--- src/verilog/soc_bus_pkg.sv ---
// Load/store bus widths and packed types shared by every bus agent
// Import inside a module body, use scoped names in port lists

package soc_bus_pkg;

  //////////////////////////////
  // Bus widths
  //////////////////////////////

  localparam int unsigned SOC_DAW = 15;         // Byte address width
  localparam int unsigned SOC_DDW = 32;         // Data width
  localparam int unsigned SOC_DBW = SOC_DDW/8;  // Byte enable width

  //////////////////////////////
  // Address word, two views
  //////////////////////////////

  // Memory view of the address
  typedef struct packed {
    logic               rgn;  // Region, 0 for memory
    logic [SOC_DAW-4:0] idx;  // Word index
    logic [1:0]         off;  // Byte offset
  } soc_adr_mem_t;

  // Peripheral view of the address
  typedef struct packed {
    logic               rgn;  // Region, 1 for peripherals
    logic [SOC_DAW-6:0] spr;  // Spare, not decoded
    logic [1:0]         rix;  // Register index
    logic [1:0]         off;  // Byte offset
  } soc_adr_per_t;

  typedef union packed {
    soc_adr_mem_t mem;
    soc_adr_per_t per;
  } soc_adr_u;

  //////////////////////////////
  // Request and response
  //////////////////////////////

  typedef struct packed {
    logic               vld;  // Transfer valid
    logic               wen;  // Write enable
    soc_adr_u           adr;  // Byte address
    logic [SOC_DBW-1:0] ben;  // Byte enables
    logic [SOC_DDW-1:0] wdt;  // Write data
  } soc_req_t;

  typedef struct packed {
    logic [SOC_DDW-1:0] rdt;  // Read data, one cycle after accept
    logic               rdy;  // Ready level
  } soc_rsp_t;

endpackage

--- src/verilog/soc_bus_dec.sv ---
// Load/store bus decoder, address top bit picks memory or peripherals
// Read data is steered back by the region remembered at accept time

`timescale 1ns/1ps

module soc_bus_dec (
  // System
  input  logic                  clk,
  input  logic                  rst,
  // Upstream bus
  input  soc_bus_pkg::soc_req_t req,
  output soc_bus_pkg::soc_rsp_t rsp,
  // Memory side
  output soc_bus_pkg::soc_req_t mem_req,
  input  soc_bus_pkg::soc_rsp_t mem_rsp,
  // Peripheral side
  output soc_bus_pkg::soc_req_t per_req,
  input  soc_bus_pkg::soc_rsp_t per_rsp
);

  import soc_bus_pkg::*;

  //////////////////////////////
  // Request routing
  //////////////////////////////

  logic sel;    // Region of current request, 1 is peripherals
  logic rd_acc; // Read accepted this cycle
  logic sel_q;  // Region of the last accepted read

  assign sel = req.adr.mem.rgn;  // Same bit in both views

  always_comb begin
    // All fields go to both sides
    mem_req     = req;
    per_req     = req;
    // Only the selected side sees a valid strobe
    mem_req.vld = req.vld & ~sel;
    per_req.vld = req.vld &  sel;
  end

  //////////////////////////////
  // Response steering
  //////////////////////////////

  assign rd_acc = req.vld & rsp.rdy & ~req.wen;

  // Remember the region until the next read
  always_ff @(posedge clk) begin
    if (rst) begin
      sel_q <= 1'b0;  // Memory
    end else if (rd_acc) begin
      sel_q <= sel;
    end
  end

  always_comb begin
    rsp.rdy = sel   ? per_rsp.rdy : mem_rsp.rdy;  // Follows current request
    rsp.rdt = sel_q ? per_rsp.rdt : mem_rsp.rdt;  // Follows previous read
  end

  //////////////////////////////
  // Checks
  //////////////////////////////

  // Routing depends on a known address
  a_adr_known: assert property (
    @(posedge clk) disable iff (rst)
    req.vld |-> !$isunknown(req.adr)
  );

endmodule

--- config.mk ---
export PLATFORM = sky130hd
export DESIGN_NAME = soc_bus_dec
export DESIGN_NICKNAME = d
export VERILOG_FILES = /design/src/verilog/soc_bus_pkg.sv /design/src/verilog/soc_bus_dec.sv
export SDC_FILE = /design/constraint.sdc
export NUM_CORES = 1
export LEC_CHECK = 0
export BUFFER_PORTS_ARGS = -buffer_cell sky130_fd_sc_hd__buf_2
export CAP_MARGIN = 40
export CORE_AREA = 2 2 100 102
export CTS_CLUSTER_DIAMETER = 150
export DETAILED_ROUTE_END_ITERATION = 6
export DIE_AREA = 0 0 102 104
export GPL_ROUTABILITY_DRIVEN = 0
export PLACE_DENSITY = 0.65
export RECOVER_POWER = 100
export SLEW_MARGIN = 20
export SYNTH_ARGS = -nofsm -noshare
export SYNTH_HDL_FRONTEND = slang
export SYNTH_SLANG_ARGS = --single-unit
--- constraint.sdc ---
create_clock -name clk -period 1 [get_ports clk]
set_clock_uncertainty 0.15 [all_clocks]
set_input_delay 0.05 -clock clk [delete_from_list [all_inputs] [get_ports clk]]
set_output_delay 0.05 -clock clk [all_outputs]
set_load 0.05 [all_outputs]
Word-level counts from Yosys, hierarchy flattened

Cells that the tools add are included.

Multiplexer cells: 2
Bitwise gates (word level): 6

Operators with widths:

| operator          | number |
|---|---|
| 32-bit 2-to-1 mux | 1 |
| 1-bit AND         | 4 |
| 1-bit inverter    | 2 |
| 1-bit 2-to-1 mux  | 1 |

Register bits: 1
Bits of input ports: 121
Output and inout port bits: 139
Logic and storage cells: 9

Depth between registers and ports, before layout

Gate-level depths: netlist of run 1.

Depth after elaboration: 3
Depth in mapped cells: 4
Gate-level depth less buffers: 2

Worst setup path before layout of run 1

No wires, ideal clock.

Path kind: reg-to-output
Start point: register sel_q
End point: output port rsp[10] (netlist bit)
Arrival time: 0.966 ns
Required time: 0.800 ns
Path slack: -0.166 ns
Stages on the path, launching flop included: 4
Path buffers: 2
Path through: dfxtp_1 buf_6 buf_12 mux2_4

RTL lines:

| element                  | line              | source |
|---|---|---|
| start: declaration       | soc_bus_dec.sv:29 | `logic sel_q;` |
| start signal: assignment | soc_bus_dec.sv:53 | `sel_q <= sel;` |
| end: declaration         | soc_bus_dec.sv:12 | `output soc_bus_pkg::soc_rsp_t rsp,` |

==> flow_summary.json, run 1 <==
{
  "cp-start-kind": "flop",
  "largest_register_ffs": 1,
  "seq_area_frac_synth_pct": 1.427,
  "final_core_util_pct": 16.77,
  "cts_setup_buffers": 0,
  "die_y_um": 104,
  "io_pins": 260,
  "synth_cell_type_count": 13,
  "tightest_slew_ps": 592.2,
  "yosys_warnings": 0,
  "ys_ff_latch": 1,
  "grt_pass1_wl_mm": 4.429,
  "maxCapViolations": 0,
  "path_cells": "buf_16, mux2_4, buf_6",
  "finalHoldWorstSlack_ps": -49.97,
  "final_cell_mix": "buf_2 (70), mux2_4 (32), buf_6 (27), buf_8 (4), clkbuf_2 (4)",
  "initial_core_util_pct": 14.69,
  "overflow": 0,
  "fin_crit_sh_pct": 127.1,
  "vias": 884,
  "worst_slack_ps": -271.4,
  "cpMaxStageDelayCell": "dfxtp_4",
  "rows": 36,
  "portBuffers": 109,
  "postSynthAreaPerCell_um2": 9.413,
  "core_area_um2": 9549,
  "drt_iter0_markers": 9,
  "die_x_um": 102,
  "track_usage_pct": 5.075,
  "path_class": "reg2out",
  "grt_max_degree": 13,
  "critPathMaxStageDelay_ps": 420,
  "netlist_area_um2": 1403,
  "cp.arrival_ps": 1070,
  "syn_nets": 270,
  "clkLatencyLatePin_ps": 0,
  "via_per_inst": 3.069,
  "num_antenna_cells": 0,
  "dpl.cell_count": 286,
  "ir_drop_uv": 247.7,
  "grt_pass1_vias": 900,
  "hold_violations": 100,
  "path_clk_slew_ps": 0,
  "postSynthCellCount": 149,
  "layout_commonest_cell": "buf_2",
  "finalInstanceArea_um2": 1602,
  "place_area_um2": 1314,
  "final_max_slew_viol_count": 0,
  "antenna_found_initial": 0,
  "worstPathRequired_ps": 800,
  "hp-class": "in2out",
  "top_regs": "sel_q x1",
  "fin_nets": 278,
  "layout-drive-gt1-share_pct": 94.19,
  "drt_first_pass_iters": 2,
  "slew_headroom_pct": 60.69,
  "regMostFlops": "sel_q",
  "power_density_nw_per_um2": 607.3,
  "die_area_um2": 10610,
  "setup_tns_ps": -8151,
  "p_leak_uw": 0.0007907,
  "setup_viol": 32,
  "totalWireLength_mm": 3.405,
  "failed_checks": "negative hold slack, negative setup slack",
  "cp_max_fo": 12,
  "cp-end-kind": "primary output",
  "clock.fmax_ghz": 0.7866,
  "period_needed_ps": 1271,
  "fillers": 1098,
  "syn2layout_area_growth_pct": 14.18,
  "rsz0062_at_grt": "yes",
  "drc": 0,
  "drtAntennaViolNets": 0,
  "status": "finished with violations",
  "stdcell_count": 288,
  "wl_per_cell_um": 11.82
}
[metrics by stage]
step                      power (µW)  setup slack, ps
after floorplan                 1676           -158.0
after global placement         814.2           -302.9
after detailed placement       825.6           -329.7
after CTS                      926.9           -318.7
after global routing            1012           -296.2
final                          972.6           -271.4
[report_power, final]
group          leakage (µW)  total [µW]  switching, µW  internal [µW]
logic              0.000782         928            512            417
clock network             0           0              0              0
registers        0.00000888        44.1           4.26           39.9
total              0.000791         973            516            457
[critical path, delay by kind of cell, from the launching register on]
kind | cells | cell delay, ps
buffers and inverters | 2 | 330
flip-flops | 1 | 420
multiplexers | 1 | 310
[worst paths after layout]
check | start | to | slack, ps | depth (start not counted)
worst max-delay path | sel_q$_SDFFE_PP0P_ | rsp[17] | -270 | 3
worst min-delay path | req[12] | mem_req[12] | -50 | 0
worst max register to register | sel_q$_SDFFE_PP0P_ | sel_q$_SDFFE_PP0P_ | 0 | 3
worst min register to register | sel_q$_SDFFE_PP0P_ | sel_q$_SDFFE_PP0P_ | 530 | 3
[metal layers]
metal	global-route usage, %	wire length [µm]	vias up
li1	-	-	391
met1	4.901	1175	370
met2	8.976	1681	112
met3	3.360	512	11
met4	0.9524	35	0
met5	0	0	-
[cell families (layout without fill, tap and decap cells)]
| family | after synthesis | after routing | synth area share [%] |
|---|---|---|---|
| multiplexers | 33 | 33 | 33.99 |
| buffers and inverters | 109 | 115 | 61.02 |
| AO/OA/AOI/OAI | 2 | 2 | 1.427 |
| AND/OR/NAND/NOR | 4 | 4 | 2.142 |
| flip-flops | 1 | 1 | 1.427 |
[cell usage after synthesis]
library cell / number / area share (%)
buf_4: 104 / 56
o21bai_1: 1 / 0.54
mux2_4: 28 / 30
buf_6: 1 / 0.80
mux2_2: 5 / 4.0
nand3b_1: 1 / 0.54
nor4bb_1: 1 / 0.71
a211oi_2: 1 / 0.89
buf_12: 3 / 4.3
nor2b_1: 1 / 0.45
and2_1: 1 / 0.45
inv_1: 1 / 0.27
dfxtp_1: 1 / 1.4
[area by class of cell]
class | count | area [µm²] | share of cell area [%]
repair buffers | 114 | 865.8 | 54.06
multi-input cells | 39 | 541.8 | 33.83
well taps | 133 | 166.4 | 10.39
flip-flops and latches | 1 | 23.77 | 1.484
inverters | 1 | 3.754 | 0.2344
[timing repair]
item / 4_1_cts / 5_1_grt
setup endpoints to repair: 32 / 32
endpoints found under the hold margin: 100 / 100
cloned: 1 / 1
gates resized for setup: 52 / 29
No activity file was read; power rests on OpenSTA's default activity.
==> run 2: changes to the inputs <==
PLACE_DENSITY = 0.51   (was 0.65)
==> flow_summary.json, run 2 (synthesis results as in run 1) <==
{
  "clock.fmax_ghz": 0.8075,
  "crit_buf_inv": 2,
  "hp-class": "in2out",
  "grt_pass1_wl_mm": 4.126,
  "rsz0062_at_grt": "yes",
  "portBuffers": 109,
  "via_per_inst": 3.062,
  "slew_headroom_pct": 60.83,
  "drc": 0,
  "dp.final_hpwl_mm": 2.484,
  "path_clk_slew_ps": 0,
  "fin_crit_sh_pct": 123.8,
  "syn2layout_area_growth_pct": 11.06,
  "io_pins": 260,
  "critPathMaxStageDelay_ps": 370,
  "cp-end-kind": "primary output",
  "finalHoldWorstSlack_ps": -49.97,
  "antenna_found_initial": 1,
  "dp_slack_ps": -323.7,
  "clkLatencyLatePin_ps": 0,
  "cp-start-kind": "flop",
  "tightest_slew_ps": 590.1,
  "core_area_um2": 9549,
  "layout_commonest_cell": "buf_2",
  "power_density_nw_per_um2": 603.4,
  "cp.depth": 3,
  "die_x_um": 102,
  "die_y_um": 104,
  "setup_viol": 33,
  "top_regs": "sel_q x1",
  "overflow": 0,
  "p_leak_uw": 0.0007687,
  "cp_max_fo": 12,
  "path_cells": "buf_12, mux2_2, buf_6",
  "totalWireLength_mm": 2.964,
  "track_usage_pct": 4.598,
  "vias": 885,
  "cpMaxStageDelayCell": "dfxtp_4",
  "hold_violations": 100,
  "drt_first_pass_iters": 4,
  "setup_tns_ps": -6581,
  "worst_slack_ps": -238.3,
  "holdPathStages": 0,
  "die_area_um2": 10610,
  "wl_per_cell_um": 10.26,
  "final_cell_mix": "buf_2 (70), buf_6 (32), mux2_4 (29), clkbuf_2 (5)",
  "drt_iter0_markers": 4,
  "rows": 36,
  "drtAntennaViolNets": 0,
  "grt_pass1_vias": 890,
  "maxCapViolations": 0,
  "path_class": "reg2out",
  "crit_family": "flip-flops",
  "failed_checks": "negative hold slack, negative setup slack",
  "status": "finished with violations",
  "worst_r2r_path_depth": 4,
  "fin_nets": 278,
  "grt_max_degree": 13,
  "period_needed_ps": 1238,
  "regMostFlops": "sel_q",
  "cp.arrival_ps": 1040,
  "final_max_slew_viol_count": 0,
  "ir_drop_uv": 117.1,
  "layout-drive-gt1-share_pct": 94.84,
  "largest_register_ffs": 1,
  "worstPathRequired_ps": 800,
  "initial_core_util_pct": 14.69
}
==> run 2: cell count changes in the layout (fill, tap and decap cells not counted), sizes merged <==
cell / delta
buf: +1
clkbuf: -1
diode: +1
==> run 2: cell type report <==
cell class                      instances  area [µm²]
Fill cell                            1083        7991
Timing Repair Buffer                  114       830.8
Multi-Input combinational cell         39       530.5
Tap cell                              133       166.4
Sequential cell                         1       23.77
Inverter                                1       3.754
Antenna cell                            1       2.502
==> run 2: path summary, 6_finish.rpt <==
kind,start,slack [ps],endpoint
worst max-delay path,sel_q$_SDFFE_PP0P_,-240,rsp[1]
worst min-delay path,req[12],-50,per_req[12]
worst max register to register,sel_q$_SDFFE_PP0P_,-140,sel_q$_SDFFE_PP0P_
worst min register to register,sel_q$_SDFFE_PP0P_,650,sel_q$_SDFFE_PP0P_
==> run 2: per-layer routing <==
layer	global-route usage, %	up-vias	routed length [µm]
li1	-	391	-
met1	4.254	386	990
met2	8.130	98	1423
met3	3.293	10	516
met4	0.9524	0	34
met5	0	-	0
==> run 2: metrics by stage <==
stage / cell area (µm²) / utilization, % / instances / total power (µW)
after floorplan: 1404 / - / 149 / 1676
after global placement: 1331 / 13.94 / 287 / 810.0
after detailed placement: 1331 / 13.94 / 287 / 818.4
after CTS: 1554 / 16.27 / 288 / 944.6
after global routing: 1555 / 16.29 / 288 / 979.7
final: 1558 / 16.31 / 289 / 940.0
==> run 2: what timing repair did <==
action / in CTS / in global routing
setup buffers: 1 / 0
hold endpoints to repair: 100 / 100
cloned: 0 / 0
gates resized for setup: 65 / 1
endpoints found under the setup margin: 33 / 33
==> run 2: report_power, final <==
part	internal (µW)	switching, µW
Sequential	39.8	2.52
Combinational	399	499
Clock	0.00267	0
==> run 3: changes to the inputs <==
BUFFER_PORTS_ARGS = default   (was -buffer_cell sky130_fd_sc_hd__buf_2)
CORE_AREA = 2 2 101 103   (was 2 2 100 102)
CTS_BUF_LIST = sky130_fd_sc_hd__clkbuf_8   (was default)
DIE_AREA = 0 0 103 105   (was 0 0 102 104)
DONT_BUFFER_PORTS = 1   (was default)
PLACE_DENSITY = 0.3   (was 0.51)
==> flow_summary.json, run 3 (synthesis results as in run 1) <==
{
  "layout-drive-gt1-share_pct": 80.85,
  "grt_pass1_wl_mm": 3.249,
  "worst_r2r_path_depth": 3,
  "drt_iter0_markers": 7,
  "setup_viol": 32,
  "syn2layout_area_growth_pct": -41.66,
  "rrSetupSlack_ps": 20,
  "cp-start-kind": "flop",
  "ir_drop_uv": 226.8,
  "io_pins": 260,
  "overflow": 0,
  "rows": 36,
  "die_x_um": 103,
  "failed_checks": "negative hold slack, negative setup slack",
  "drtAntennaViolNets": 0,
  "finalHoldWorstSlack_ps": -49.98,
  "period_needed_ps": 1175,
  "clkLatencyLatePin_ps": 0,
  "status": "finished with violations",
  "fin_crit_sh_pct": 117.5,
  "top_layer": "met4",
  "totalWireLength_mm": 2.620,
  "r2r-start": "sel_q$_SDFFE_PP0P_",
  "slew_headroom_pct": 60.63,
  "cp.arrival_ps": 970,
  "hp-class": "in2out",
  "hold_start": "req[20]",
  "register_area_um2": 23.77,
  "cts_setup_buffers": 0,
  "dpl.cell_count": 179,
  "critPathMaxStageDelay_ps": 400,
  "fillers": 1136,
  "drt_first_pass_iters": 4,
  "num_antenna_cells": 0,
  "cp-startpoint": "sel_q$_SDFFE_PP0P_",
  "initial_core_util_pct": 14.55,
  "layout_commonest_cell": "mux2_4",
  "met3_length_um": 540,
  "grt_max_degree": 12,
  "p_switching_uw": 388.0,
  "p_int_uw": 195.8,
  "hold_violations": 104,
  "regMostFlops": "sel_q",
  "p_leak_uw": 0.0002841,
  "maxCapViolations": 0,
  "multiInputGateArea_um2": 541.8,
  "top_regs": "sel_q x1",
  "comb_power_share_pct": 92.6,
  "vias": 501,
  "die_y_um": 105,
  "final_max_slew_viol_count": 0,
  "finalInstanceArea_um2": 818.3,
  "rsz0062_at_grt": "yes",
  "fin_nets": 170,
  "portBuffers": 0,
  "path_cells": "buf_12, mux2_4",
  "cp_max_fo": 11,
  "worst_slack_ps": -174.5,
  "stdcell_count": 180,
  "die_area_um2": 10820,
  "place_area_um2": 780.7,
  "p_clk_share_pct": 0,
  "path_class": "reg2out",
  "sequentialPowerShare_pct": 7.4,
  "clock.fmax_ghz": 0.8514,
  "cp-end-kind": "primary output",
  "core_area_um2": 9639,
  "via_per_inst": 2.783,
  "wl_per_cell_um": 14.56,
  "track_usage_pct": 3.849,
  "worstHoldEndpoint": "mem_req[20]",
  "largest_register_ffs": 1,
  "wl_met1_um": 746,
  "final_core_util_pct": 8.489,
  "holdPathStages": 0,
  "wl_met2_mm": 1.290,
  "path_clk_slew_ps": 0,
  "antenna_found_initial": 0,
  "grt_pass1_vias": 529,
  "tightest_slew_ps": 593.1,
  "power_density_nw_per_um2": 713.5,
  "worstPathRequired_ps": 800,
  "drc": 0,
  "final_cell_mix": "mux2_4 (32), buf_12 (2), clkbuf_1 (2)",
  "cpMaxStageDelayCell": "dfxtp_4",
  "r2r-end": "sel_q$_SDFFE_PP0P_",
  "power_switching_share_pct": 66.46
}
## run 3: cell types whose count changed in the layout (fill, tap and decap cells not counted)
cell and change:
mux2_1 +1, mux2_4 +3, buf_2 -70, buf_6 -32, buf_12 -2, clkbuf_2 -5
mux2_2 -4, buf_16 +1, diode_2 -1
## run 3: power groups by stage
| stage | combinational [µW] | clock (µW) | sequential [µW] |
|---|---|---|---|
| 5_1_grt | 559 | 0 | 43.7 |
| 2_1_floorplan | 1630 | 0 | 42.3 |
| 6_report | 541 | 0 | 43.2 |
| 3_5_place_dp | 538 | 0 | 43.9 |
| 4_1_cts | 552 | 0 | 43.6 |
| 3_3_place_gp | 540 | 0 | 43.8 |
## run 3: through the flow
step | setup TNS, ps | hold slack [ps] | setup slack (ps) | power, µW
final | -5165 | -49.98 | -174.5 | 583.8
after detailed placement | -6266 | -49.50 | -219.1 | 582.0
after CTS | -5731 | -49.50 | -193.2 | 596.1
after global routing | -6122 | -49.91 | -203.6 | 602.5
after global placement | -5969 | -49.50 | -210.5 | 584.0
after floorplan | -4791 | 74.71 | -158.0 | 1676
## run 3: layer usage
layer / vias to the layer above / track usage (%)
li1: 174 / -
met1: 218 / 3.647
met2: 96 / 6.401
met3: 13 / 2.876
met4: 0 / 1.222
met5: - / 0
## run 3: layout make-up
cell class | count | share of cell area [%]
well taps | 133 | 20.34
flip-flops and latches | 1 | 2.905
multi-input cells | 39 | 66.21
repair buffers | 6 | 10.09
inverters | 1 | 0.4587
## run 3: worst max path at each step
stage	depth (start not counted)	slack (ps)	to
2_1_floorplan	3	-160	rsp[10]
3_3_place_gp	2	-210	rsp[1]
3_5_place_dp	2	-220	rsp[8]
4_1_cts	2	-190	rsp[21]
5_1_grt	2	-200	rsp[22]
6_report	2	-170	rsp[21]
## run 3: what timing repair did
item	4_1_cts	5_1_grt
endpoints found under the setup margin	32	33
resized for setup	6	0
gates cloned	1	0
pin swaps	0	0
hold endpoints to repair	104	104
## run 3: critical path: cells and delay by family (launching register included)
kind | cells | cell delay (ps)
flops | 1 | 400
mux | 1 | 400
buf+inv | 1 | 170
