$ cat src/verilog/soc_bus_pkg.sv
// Load/store bus widths and packed types shared by every bus agent
// Import inside a module body, use scoped names in port lists

package soc_bus_pkg;

  //////////////////////////////
  // Bus widths
  //////////////////////////////

  localparam int unsigned SOC_DAW = 15;         // Byte address width
  localparam int unsigned SOC_DDW = 32;         // Data width
  localparam int unsigned SOC_DBW = SOC_DDW/8;  // Byte enable width

  //////////////////////////////
  // Address word, two views
  //////////////////////////////

  // Memory view of the address
  typedef struct packed {
    logic               rgn;  // Region, 0 for memory
    logic [SOC_DAW-4:0] idx;  // Word index
    logic [1:0]         off;  // Byte offset
  } soc_adr_mem_t;

  // Peripheral view of the address
  typedef struct packed {
    logic               rgn;  // Region, 1 for peripherals
    logic [SOC_DAW-6:0] spr;  // Spare, not decoded
    logic [1:0]         rix;  // Register index
    logic [1:0]         off;  // Byte offset
  } soc_adr_per_t;

  typedef union packed {
    soc_adr_mem_t mem;
    soc_adr_per_t per;
  } soc_adr_u;

  //////////////////////////////
  // Request and response
  //////////////////////////////

  typedef struct packed {
    logic               vld;  // Transfer valid
    logic               wen;  // Write enable
    soc_adr_u           adr;  // Byte address
    logic [SOC_DBW-1:0] ben;  // Byte enables
    logic [SOC_DDW-1:0] wdt;  // Write data
  } soc_req_t;

  typedef struct packed {
    logic [SOC_DDW-1:0] rdt;  // Read data, one cycle after accept
    logic               rdy;  // Ready level
  } soc_rsp_t;

endpackage

$ cat src/verilog/soc_gpio_pkg.sv
// GPIO controller register map
// Register index type and byte offsets inside the peripheral region

package soc_gpio_pkg;

  // Register index from the peripheral address view
  typedef enum logic [1:0] {
    GPIO_OUT = 2'd0,  // Output values
    GPIO_ENA = 2'd1,  // Output enables
    GPIO_IN  = 2'd2   // Synchronized inputs, read only
  } soc_gpio_reg_e;   // Index 3 reserved, reads zero

  //////////////////////////////
  // Byte offsets
  //////////////////////////////

  localparam logic [3:0] GPIO_OUT_OFS = {GPIO_OUT, 2'b00};
  localparam logic [3:0] GPIO_ENA_OFS = {GPIO_ENA, 2'b00};
  localparam logic [3:0] GPIO_IN_OFS  = {GPIO_IN,  2'b00};

endpackage

$ cat src/verilog/soc_gpio.sv
// GPIO controller on the peripheral side of the bus
// Output and enable registers plus a synchronized input register

`timescale 1ns/1ps

module soc_gpio #(
  parameter int unsigned GW = 32  // Number of pins, 1 to 32
)(
  // System
  input  logic                  clk,
  input  logic                  rst,
  // Bus
  input  soc_bus_pkg::soc_req_t req,
  output soc_bus_pkg::soc_rsp_t rsp,
  // Pins
  output logic [GW-1:0]         gpio_o,  // Output values
  output logic [GW-1:0]         gpio_e,  // Output enables
  input  logic [GW-1:0]         gpio_i   // Asynchronous inputs
);

  import soc_bus_pkg::*;
  import soc_gpio_pkg::*;

  soc_gpio_reg_e      rix;      // Selected register
  logic               wr;       // Write accepted
  logic               rd;       // Read accepted
  logic [SOC_DDW-1:0] bmask;    // Byte enables spread to bits
  logic [SOC_DDW-1:0] out_nxt;  // Merged output value
  logic [SOC_DDW-1:0] ena_nxt;  // Merged enable value
  logic [SOC_DDW-1:0] rd_val;   // Read mux
  logic [SOC_DDW-1:0] rdt;      // Registered read data
  logic [GW-1:0]      in_s1;    // First synchronizer stage
  logic [GW-1:0]      in_s2;    // GPIO_IN register

  assign rix = soc_gpio_reg_e'(req.adr.per.rix);
  assign wr  = req.vld &  req.wen;
  assign rd  = req.vld & ~req.wen;

  //////////////////////////////
  // Byte merge for writes
  //////////////////////////////

  always_comb begin
    for (int b = 0; b < SOC_DBW; b++) begin
      bmask[8*b+:8] = {8{req.ben[b]}};
    end
  end

  assign out_nxt = (SOC_DDW'(gpio_o) & ~bmask) | (req.wdt & bmask);
  assign ena_nxt = (SOC_DDW'(gpio_e) & ~bmask) | (req.wdt & bmask);

  //////////////////////////////
  // Registers
  //////////////////////////////

  always_ff @(posedge clk) begin
    if (rst) begin
      gpio_o <= '0;
      gpio_e <= '0;
    end else if (wr) begin
      if (rix == GPIO_OUT) gpio_o <= out_nxt[GW-1:0];
      if (rix == GPIO_ENA) gpio_e <= ena_nxt[GW-1:0];
      // GPIO_IN and index 3 ignore writes
    end
  end

  // Two flop input synchronizer
  always_ff @(posedge clk) begin
    if (rst) begin
      in_s1 <= '0;
      in_s2 <= '0;
    end else begin
      in_s1 <= gpio_i;
      in_s2 <= in_s1;
    end
  end

  //////////////////////////////
  // Read path
  //////////////////////////////

  always_comb begin
    case (rix)
      GPIO_OUT: rd_val = SOC_DDW'(gpio_o);
      GPIO_ENA: rd_val = SOC_DDW'(gpio_e);
      GPIO_IN:  rd_val = SOC_DDW'(in_s2);
      default:  rd_val = '0;  // Reserved
    endcase
  end

  always_ff @(posedge clk) begin
    if (rst) begin
      rdt <= '0;
    end else if (rd) begin
      rdt <= rd_val;  // Held until next read
    end
  end

  always_comb begin
    rsp.rdt = rdt;
    rsp.rdy = 1'b1;
  end

  //////////////////////////////
  // Checks
  //////////////////////////////

  // Pins reach GPIO_IN through two flops and the read register
  a_in_lat: assert property (
    @(posedge clk) disable iff (rst)
    (rd && rix == GPIO_IN) |=> (rsp.rdt[GW-1:0] == $past(gpio_i, 3))
  );

endmodule

$ cat config.mk
export PLATFORM = sky130hd
export DESIGN_NAME = soc_gpio
export DESIGN_NICKNAME = d
export VERILOG_FILES = /design/src/verilog/soc_bus_pkg.sv /design/src/verilog/soc_gpio_pkg.sv /design/src/verilog/soc_gpio.sv
export SDC_FILE = /design/constraint.sdc
export NUM_CORES = 1
export LEC_CHECK = 0
export BUFFER_PORTS_ARGS = -buffer_cell sky130_fd_sc_hd__buf_2
export CAP_MARGIN = 20
export CORE_ASPECT_RATIO = 1.5
export CORE_MARGIN = 4
export CORE_UTILIZATION = 52
export CTS_CLUSTER_SIZE = 16
export DETAILED_ROUTE_END_ITERATION = 8
export GPL_ROUTABILITY_DRIVEN = 0
export PLACE_DENSITY = 0.8
export SLEW_MARGIN = 20
export SYNTH_ARGS = -nofsm -noshare
export SYNTH_HDL_FRONTEND = slang
export SYNTH_SLANG_ARGS = --single-unit
$ cat constraint.sdc
create_clock -name clk -period 1.7 [get_ports clk]
set_input_delay 0.255 -clock clk [delete_from_list [all_inputs] [get_ports clk]]
set_output_delay 0.255 -clock clk [all_outputs]
set_load 0.005 [all_outputs]
After elaboration in Yosys (flattened, before gate mapping)
Index checks and enable logic that the tools add are counted.
W data, S select, Z words.
{"block": "totals", "register_bits": 160, "output_inout_bits": 97}
{"block": "classes", "n_mux": 1, "n_bitwise": 9, "eq_ne": 2, "n_reduce_logical": 3}
{"cell": "$and A32 B32 Y32", "count": 3}
{"cell": "$pmux W32 S3", "count": 1}
{"cell": "$or A32 B32 Y32", "count": 2}
{"cell": "$not A32 Y32", "count": 1}
{"cell": "$reduce_and A2 Y1", "count": 2}
{"cell": "$and A1 B1 Y1", "count": 2}
{"cell": "$eq A2 B1 Y1 const B", "count": 1}
{"cell": "$eq A2 B2 Y1 const B", "count": 1}
{"cell": "$logic_not A2 Y1", "count": 1}
{"cell": "$not A1 Y1", "count": 1}

Logic depth before layout (Yosys ltp)
Gate-level depths: netlist (run 1).
{"block": "logic_depth", "ltp_word": 3, "mapped_depth": 6}

Worst setup path after synthesis (run 1)
Ideal clock, no wire load.
{"block": "synth_timing", "kind": "in2reg", "from": "input port req[39] in the netlist's numbering", "to": "register rdt[24]", "path_slack_ps": 389, "path_buffers": 2, "stages": 5, "arrival_ps": 1177, "setup_time_ps": 134, "path_cell_list": "buf_6 buf_6 mux2_4 a222oi_1 a211oi_1"}
{"block": "synth_via", "elab_chain_cells": 2, "elab_cells_between_ends": 4, "cone_classes": "2 x eq/ne; 1 x mux; 1 x reduce/logical"}
{"item": "start, declared", "line_no": "soc_gpio.sv:13", "text": "input soc_bus_pkg::soc_req_t req,"}
{"item": "$eq A2 B2 Y1, or another cell as far along", "line_no": "soc_gpio.sv:83", "text": "case (rix)"}
{"item": "$pmux W32 S3 *", "line_no": "soc_gpio.sv:83"}
{"item": "end signal, assigned", "line_no": "soc_gpio.sv:95", "text": "rdt <= rd_val;"}
{"item": "end, declared", "line_no": "soc_gpio.sv:31", "text": "logic [SOC_DDW-1:0] rdt;"}
Mark *: on every way between the ends. The rest lies on a longest branch, timed or not.
A chain may end at the register's enable or synchronous reset.

==> results.sh, run 1 <==
export IMPL_avgSynthCellArea_sq_um=10.8
export IMPL_cts_max_level=4
export IMPL_grt_overflow=0
export IMPL_hold_viol=0
export IMPL_slew_violations=0
export IMPL_timing_final_crit_period_ns=1.31
export IMPL_core_sq_um=12100
export IMPL_postCtsResizedCells=0
export IMPL_nets=839
export IMPL_synth_mux_area_fraction_pct=14.6
export IMPL_status="finished, final reports clean"
export IMPL_cts_made_buffers=17
export IMPL_worst_path_max_delay_cell="nand2b_1"
export IMPL_cellLeakagePower_uw=0.00355
export IMPL_cp_end_kind="flip-flop"
export IMPL_synthTopCellsByArea="dfxtp_1 50%, nand2b_1 8.0%, nor2b_1 7.9%"
export IMPL_crit_chain="buf_2, nor2b_4, nand2b_1, mux2i_1"
export IMPL_worst_slew_pin_slew_ns=0.590
export IMPL_p_total_uw=8430
export IMPL_synth_commonest_cells="160 x dfxtp_1, 82 x nand2b_1, 81 x nor2b_1"
export IMPL_dp_cells=886
export IMPL_synthArstFlopShare_pct=0
export IMPL_initialDrtViolationCount=380
export IMPL_required_ns=2.04
export IMPL_io_buffer_count=169
export IMPL_die_h_microns=144
export IMPL_ios=184
export IMPL_cp_arrival_ns=1.65
export IMPL_rows=49
export IMPL_crit_path_start_kind="input pin"
export IMPL_yosysMostFrequentCell="dfxtp_1"
export IMPL_max_freq_ghz=0.762
export IMPL_cpPeakStageDelay_ns=0.44
export IMPL_synth_xor_area_share_pct=0
export IMPL_synth_seq_cells=160
export IMPL_synth_edff_count=0
export IMPL_crit_family="simple AND/OR/NAND/NOR gates"
export IMPL_hold_class="in2reg"
export IMPL_cts_root_buf="clkbuf_16"
export IMPL_synth_top_family_by_area="simple AND/OR/NAND/NOR gates"
export IMPL_rsz0062_at_grt="false"
export IMPL_finish_instance_area_sq_um=8070
export IMPL_die_x_microns=98.9
export IMPL_p_per_area_nw_per_um2=1040
export IMPL_grt_total_usage_pct=22.6
export IMPL_ff2ff_setup_slack_ns=0.52
export IMPL_dp_hpwl_microns=11400
export IMPL_insertion_delay_ns=0.41
export IMPL_synth_compound_area_share_pct=11.4
export IMPL_cts_tree="yes"
export IMPL_synthCells=596
export IMPL_yosysTopAreaCell="dfxtp_1"
export IMPL_drt_first_pass_iters=5
export IMPL_detail_route_wl_per_cell_microns=17.7
export IMPL_syn_nets=683
export IMPL_crit_fanout=15
export IMPL_grt_start_max_net_pins=94
export IMPL_route_antenna_remaining_nets=0
export IMPL_clk_path_buf_depth=2
export IMPL_postCtsHoldBufs=0
export IMPL_cts_sinks=160
export IMPL_clk_pin_slew_ns=0.06
export IMPL_ir_worst_vdd_mv=0.564
export IMPL_grt_pass1_vias=5186
export IMPL_max_slew_margin_rel_pct=60.6
export IMPL_syn_to_final_growth_pct=25.2
export IMPL_setup_viol=0
export IMPL_avgViaCountPerCell=5.51
export IMPL_grt_pass1_wl_microns=25800
export IMPL_drc_errors=0
export IMPL_startpoint="req[39]"
export IMPL_critPathBufInv=1
export IMPL_synth_cell_types=27
export IMPL_synth_seq_area_share_pct=49.7
export IMPL_fin_worst_skew_ns=0.00793
export IMPL_syn_area_sq_um=6450
export IMPL_drive_gt1_share_pct=33.9
export IMPL_synth_warnings=0
export IMPL_period_share_pct=77.2
export IMPL_vias=5063
export IMPL_crit_type="in2reg"
export IMPL_placed_area_sq_um=7450
export IMPL_stdcell_count=919
export IMPL_synth_fa_ha_area_share_pct=0
export IMPL_die_area_sq_um=14300
export IMPL_drv_cap=0
export IMPL_synth_ff_type="dfxtp_1"
export IMPL_antenna_found_initial=0
export IMPL_synth_simple_area_share_pct=19.8
export IMPL_hold_start="gpio_i[4]"
export IMPL_drt_wl_total_microns=16300
export IMPL_cts_setup_buffers=0
export IMPL_synth_top_area_share_pct=49.7
export IMPL_start_util_pct=53.4
[cells in the final DEF (no fill, tap or decap)]
cell / instances
mux2i_1: 48
nand2_1: 32
a21o_1: 1
dfxtp_1: 160
clkbuf_8: 3
inv_1: 1
nand4_4: 2
clkbuf_16: 17
nand3_1: 1
conb_1: 1
buf_12: 7
nor2b_1: 80
or2_0: 1
nor2b_4: 1
a211oi_2: 1
a211oi_1: 31
diode_2: 1
a222oi_1: 32
nor3_4: 1
nand4b_4: 1
nand2b_4: 1
bufinv_16: 3
inv_6: 2
and4_1: 2
clkbuf_1: 2
mux2_4: 27
buf_2: 168
nand2b_1: 82
o21ai_1: 8
clkinv_4: 4
nor2_4: 1
o21ai_0: 24
mux2_2: 5
clkinvlp_4: 1
buf_4: 14
[layout make-up]
class	instances	area [sq um]
fill	915	4000
sequential	160	3200
multi-input combinational	383	2960
timing repair buffer	189	1090
clock buffer	22	474
tap	153	191
clock inverter	10	150
inverter	1	3.75
antenna	1	2.50
[worst reg2reg max path, delay by kind of cell, from the launching register on]
family / cells / cell delay, ns
muxes: 1 / 0.27
DFF: 1 / 0.33
AOI/OAI and AO/OA: 2 / 0.45
[routing by layer]
layer | wire, microns | global-route usage (%) | vias to the layer above | part of all wire (%)
met5 | 0 | 0 | - | 0
met4 | 465 | 10.8 | 0 | 2.9
met3 | 979 | 4.54 | 37 | 6.0
met2 | 8620 | 40.1 | 220 | 53
met1 | 6200 | 25.8 | 2414 | 38
li1 | - | - | 2392 | -
[power breakdown]
group	switching, uW	internal, uW	leakage [uW]
clock	1530	2450	0.000302
combinational	295	275	0.00195
sequential	34.4	3840	0.00130
total	1860	6570	0.00355
[per-stage QoR]
stage                     setup slack, ns  TNS [ns]  util [%]  hold WS (ns)
final                               0.388         0      66.8        0.0383
after global routing                0.343         0      66.8        0.0309
after CTS                           0.413         0      66.8        0.0261
after detailed placement          -0.0231   -0.0290      61.7         0.420
after global placement             0.0675         0      61.7         0.421
after floorplan                     0.389         0         -         0.383
[final timing paths]
kind	cells after the start	to
max	4	flip-flop
min	2	in_s1[4]$_SDFF_PP0_
max reg2reg	3	rdt[2]$_SDFFE_PP0P_
min reg2reg	1	in_s2[25]$_SDFF_PP0_
[kinds of logic (layout without fill, tap and decap cells)]
family                 Yosys count  after routing
muxes                           80             80
and+or+nand+nor                205            205
buffers and inverters           53            222
AOI/OAI and AO/OA               97             97
DFF                            160            160
other                            1              2
Power figures use the tool's default switching activity.
==> run 2: changes to the inputs <==
==> constraint.sdc (replaced) <==
create_clock -name clk -period 1.3 [get_ports clk]
set_input_delay 0.195 -clock clk [delete_from_list [all_inputs] [get_ports clk]]
set_output_delay 0.195 -clock clk [all_outputs]
set_load 0.005 [all_outputs]
==> run 2 against run 1 <==
- sequential share of layout area shrank 1.8 points
- critical path depth decreased by 3
- total power grew 30%
- wire length increased by 2.6%
- hold slack worse by 0.027 ns
- critical path type is now reg2out
- highest routed layer is now met5
==> results.sh, run 2 (synthesis gave the netlist of run 1 again) <==
export IMPL_ff2ff_setup_slack_ns=0.14
export IMPL_crit_fanout=3
export IMPL_p_per_area_nw_per_um2=1300
export IMPL_postCtsResizedCells=0
export IMPL_avgViaCountPerCell=5.44
export IMPL_layout_common_cells="168 x buf_2, 160 x dfxtp_1, 82 x nand2b_1, 80 x nor2b_1, 48 x mux2i_1"
export IMPL_combinationalPowerShare_pct=7.7
export IMPL_ios=184
export IMPL_initialDrtViolationCount=323
export IMPL_pre_cts_slack_ns=-0.190
export IMPL_antenna_found_initial=3
export IMPL_cp_end_kind="output port"
export IMPL_drv_cap=0
export IMPL_ir_worst_vdd_mv=0.929
export IMPL_hold_start="gpio_i[0]"
export IMPL_grt_total_usage_pct=23.3
export IMPL_crit_chain="buf_2"
export IMPL_cts_made_buffers=17
export IMPL_timing_final_crit_period_ns=1.16
export IMPL_setup_ws_ns=0.139
export IMPL_nets=877
export IMPL_stdcell_count=958
export IMPL_whs_path_depth=2
export IMPL_p_switching_uw=2350
export IMPL_dp_cells=903
export IMPL_drc_errors=0
export IMPL_detail_route_wl_per_cell_microns=17.4
export IMPL_max_freq_ghz=0.861
export IMPL_insertion_delay_ns=0.41
export IMPL_fin_worst_skew_ns=0.00624
export IMPL_route_antenna_remaining_nets=0
export IMPL_timing_rr_end="rdt[23]$_SDFFE_PP0P_"
export IMPL_die_x_microns=98.9
export IMPL_crit_type="reg2out"
export IMPL_cts_max_level=4
export IMPL_grt_overflow=0
export IMPL_core_sq_um=12100
export IMPL_fillCellCount=870
export IMPL_io_buffer_count=169
export IMPL_clk_path_buf_depth=2
export IMPL_pwr_share_seq_pct=46.2
export IMPL_drt_first_pass_iters=5
export IMPL_dp_hpwl_microns=11900
export IMPL_slew_violations=0
export IMPL_crit_path_start_kind="flip-flop"
export IMPL_period_share_pct=89.3
export IMPL_status="finished, final reports clean"
export IMPL_critPathBufInv=1
export IMPL_hold_end="in_s1[0]$_SDFF_PP0_"
export IMPL_die_h_microns=144
export IMPL_drive_gt1_share_pct=34.3
export IMPL_clk_pin_slew_ns=0.06
export IMPL_cts_setup_buffers=0
export IMPL_cts_tree="yes"
export IMPL_grt_start_max_net_pins=37
export IMPL_required_ns=1.11
export IMPL_cts_sinks=160
export IMPL_grt_pass1_vias=5255
export IMPL_max_slew_margin_rel_pct=61.2
export IMPL_rows=49
export IMPL_worst_slew_pin_slew_ns=0.581
export IMPL_cp_arrival_ns=0.97
export IMPL_start_util_pct=53.4
export IMPL_vias=5207
export IMPL_power_share_clock_pct=46.1
export IMPL_cpPeakStageDelay_ns=0.41
export IMPL_syn_to_final_growth_pct=31.2
export IMPL_layout_commonest_cell="buf_2"
export IMPL_cellLeakagePower_uw=0.00374
export IMPL_hold_viol=0
export IMPL_postCtsHoldBufs=21
export IMPL_p_total_uw=11000
export IMPL_p_int_uw=8640
export IMPL_die_area_sq_um=14300
export IMPL_crit_family="flip-flops"
export IMPL_swShare_pct=21.4
export IMPL_setup_viol=0
export IMPL_drt_wl_total_microns=16700
export IMPL_worst_path_max_delay_cell="dfxtp_1"
export IMPL_rsz0062_at_grt="false"
export IMPL_cts_root_buf="clkbuf_16"
export IMPL_grt_pass1_wl_microns=26200
export IMPL_timing_setup_tns_ns=0
export IMPL_reg2regPathDepth=3
export IMPL_hold_class="in2reg"
==> run 2: per-stage QoR <==
stage	instance area (sq um)	util, %	hold slack (ns)
after CTS	8450	70.0	0.00109
after global placement	7640	63.2	0.405
after global routing	8460	70.0	0.00706
after detailed placement	7640	63.2	0.408
after floorplan	6450	-	0.323
final	8460	70.1	0.0116
==> run 2: final cells by class <==
type	instances	area, sq um	share of cell area (%)
Clock buffer	22	474	5.60
Multi-Input combinational cell	383	2960	35.0
Tap cell	153	191	2.26
Antenna cell	3	7.51	0.0887
Inverter	1	3.75	0.0444
Timing Repair Buffer	227	1490	17.6
Clock inverter	9	133	1.57
Sequential cell	160	3200	37.9
==> run 2: metal layers <==
| layer | up-vias | track usage (%) | share of wire, % |
|---|---|---|---|
| li1 | 2478 | - | - |
| met1 | 2458 | 24.4 | 36 |
| met2 | 229 | 44.2 | 54 |
| met3 | 40 | 5.65 | 6.3 |
| met4 | 2 | 9.57 | 2.8 |
| met5 | - | 0 | 0.042 |
==> run 2: power by group through the flow <==
stage	sequential, uW	clock [uW]	combinational, uW
4_1_cts	5070	5120	849
2_1_floorplan	5170	0	479
5_1_grt	5080	5340	914
6_report	5070	5060	848
3_5_place_dp	5180	0	794
3_3_place_gp	5180	0	770
==> run 2: how the worst max path moves through the flow <==
stage                     depth (start not counted)              endpoint  startpoint  slack [ns]
after global routing                              3   rdt[7]$_SDFFE_PP0P_   flip-flop        0.06
after detailed placement                          5             flip-flop     req[39]       -0.19
after CTS                                         3  rdt[28]$_SDFFE_PP0P_   flip-flop        0.12
after global placement                            5             flip-flop     req[39]       -0.15
final                                             1             gpio_o[0]   flip-flop        0.14
after floorplan                                   5  rdt[24]$_SDFFE_PP0P_     req[39]        0.05
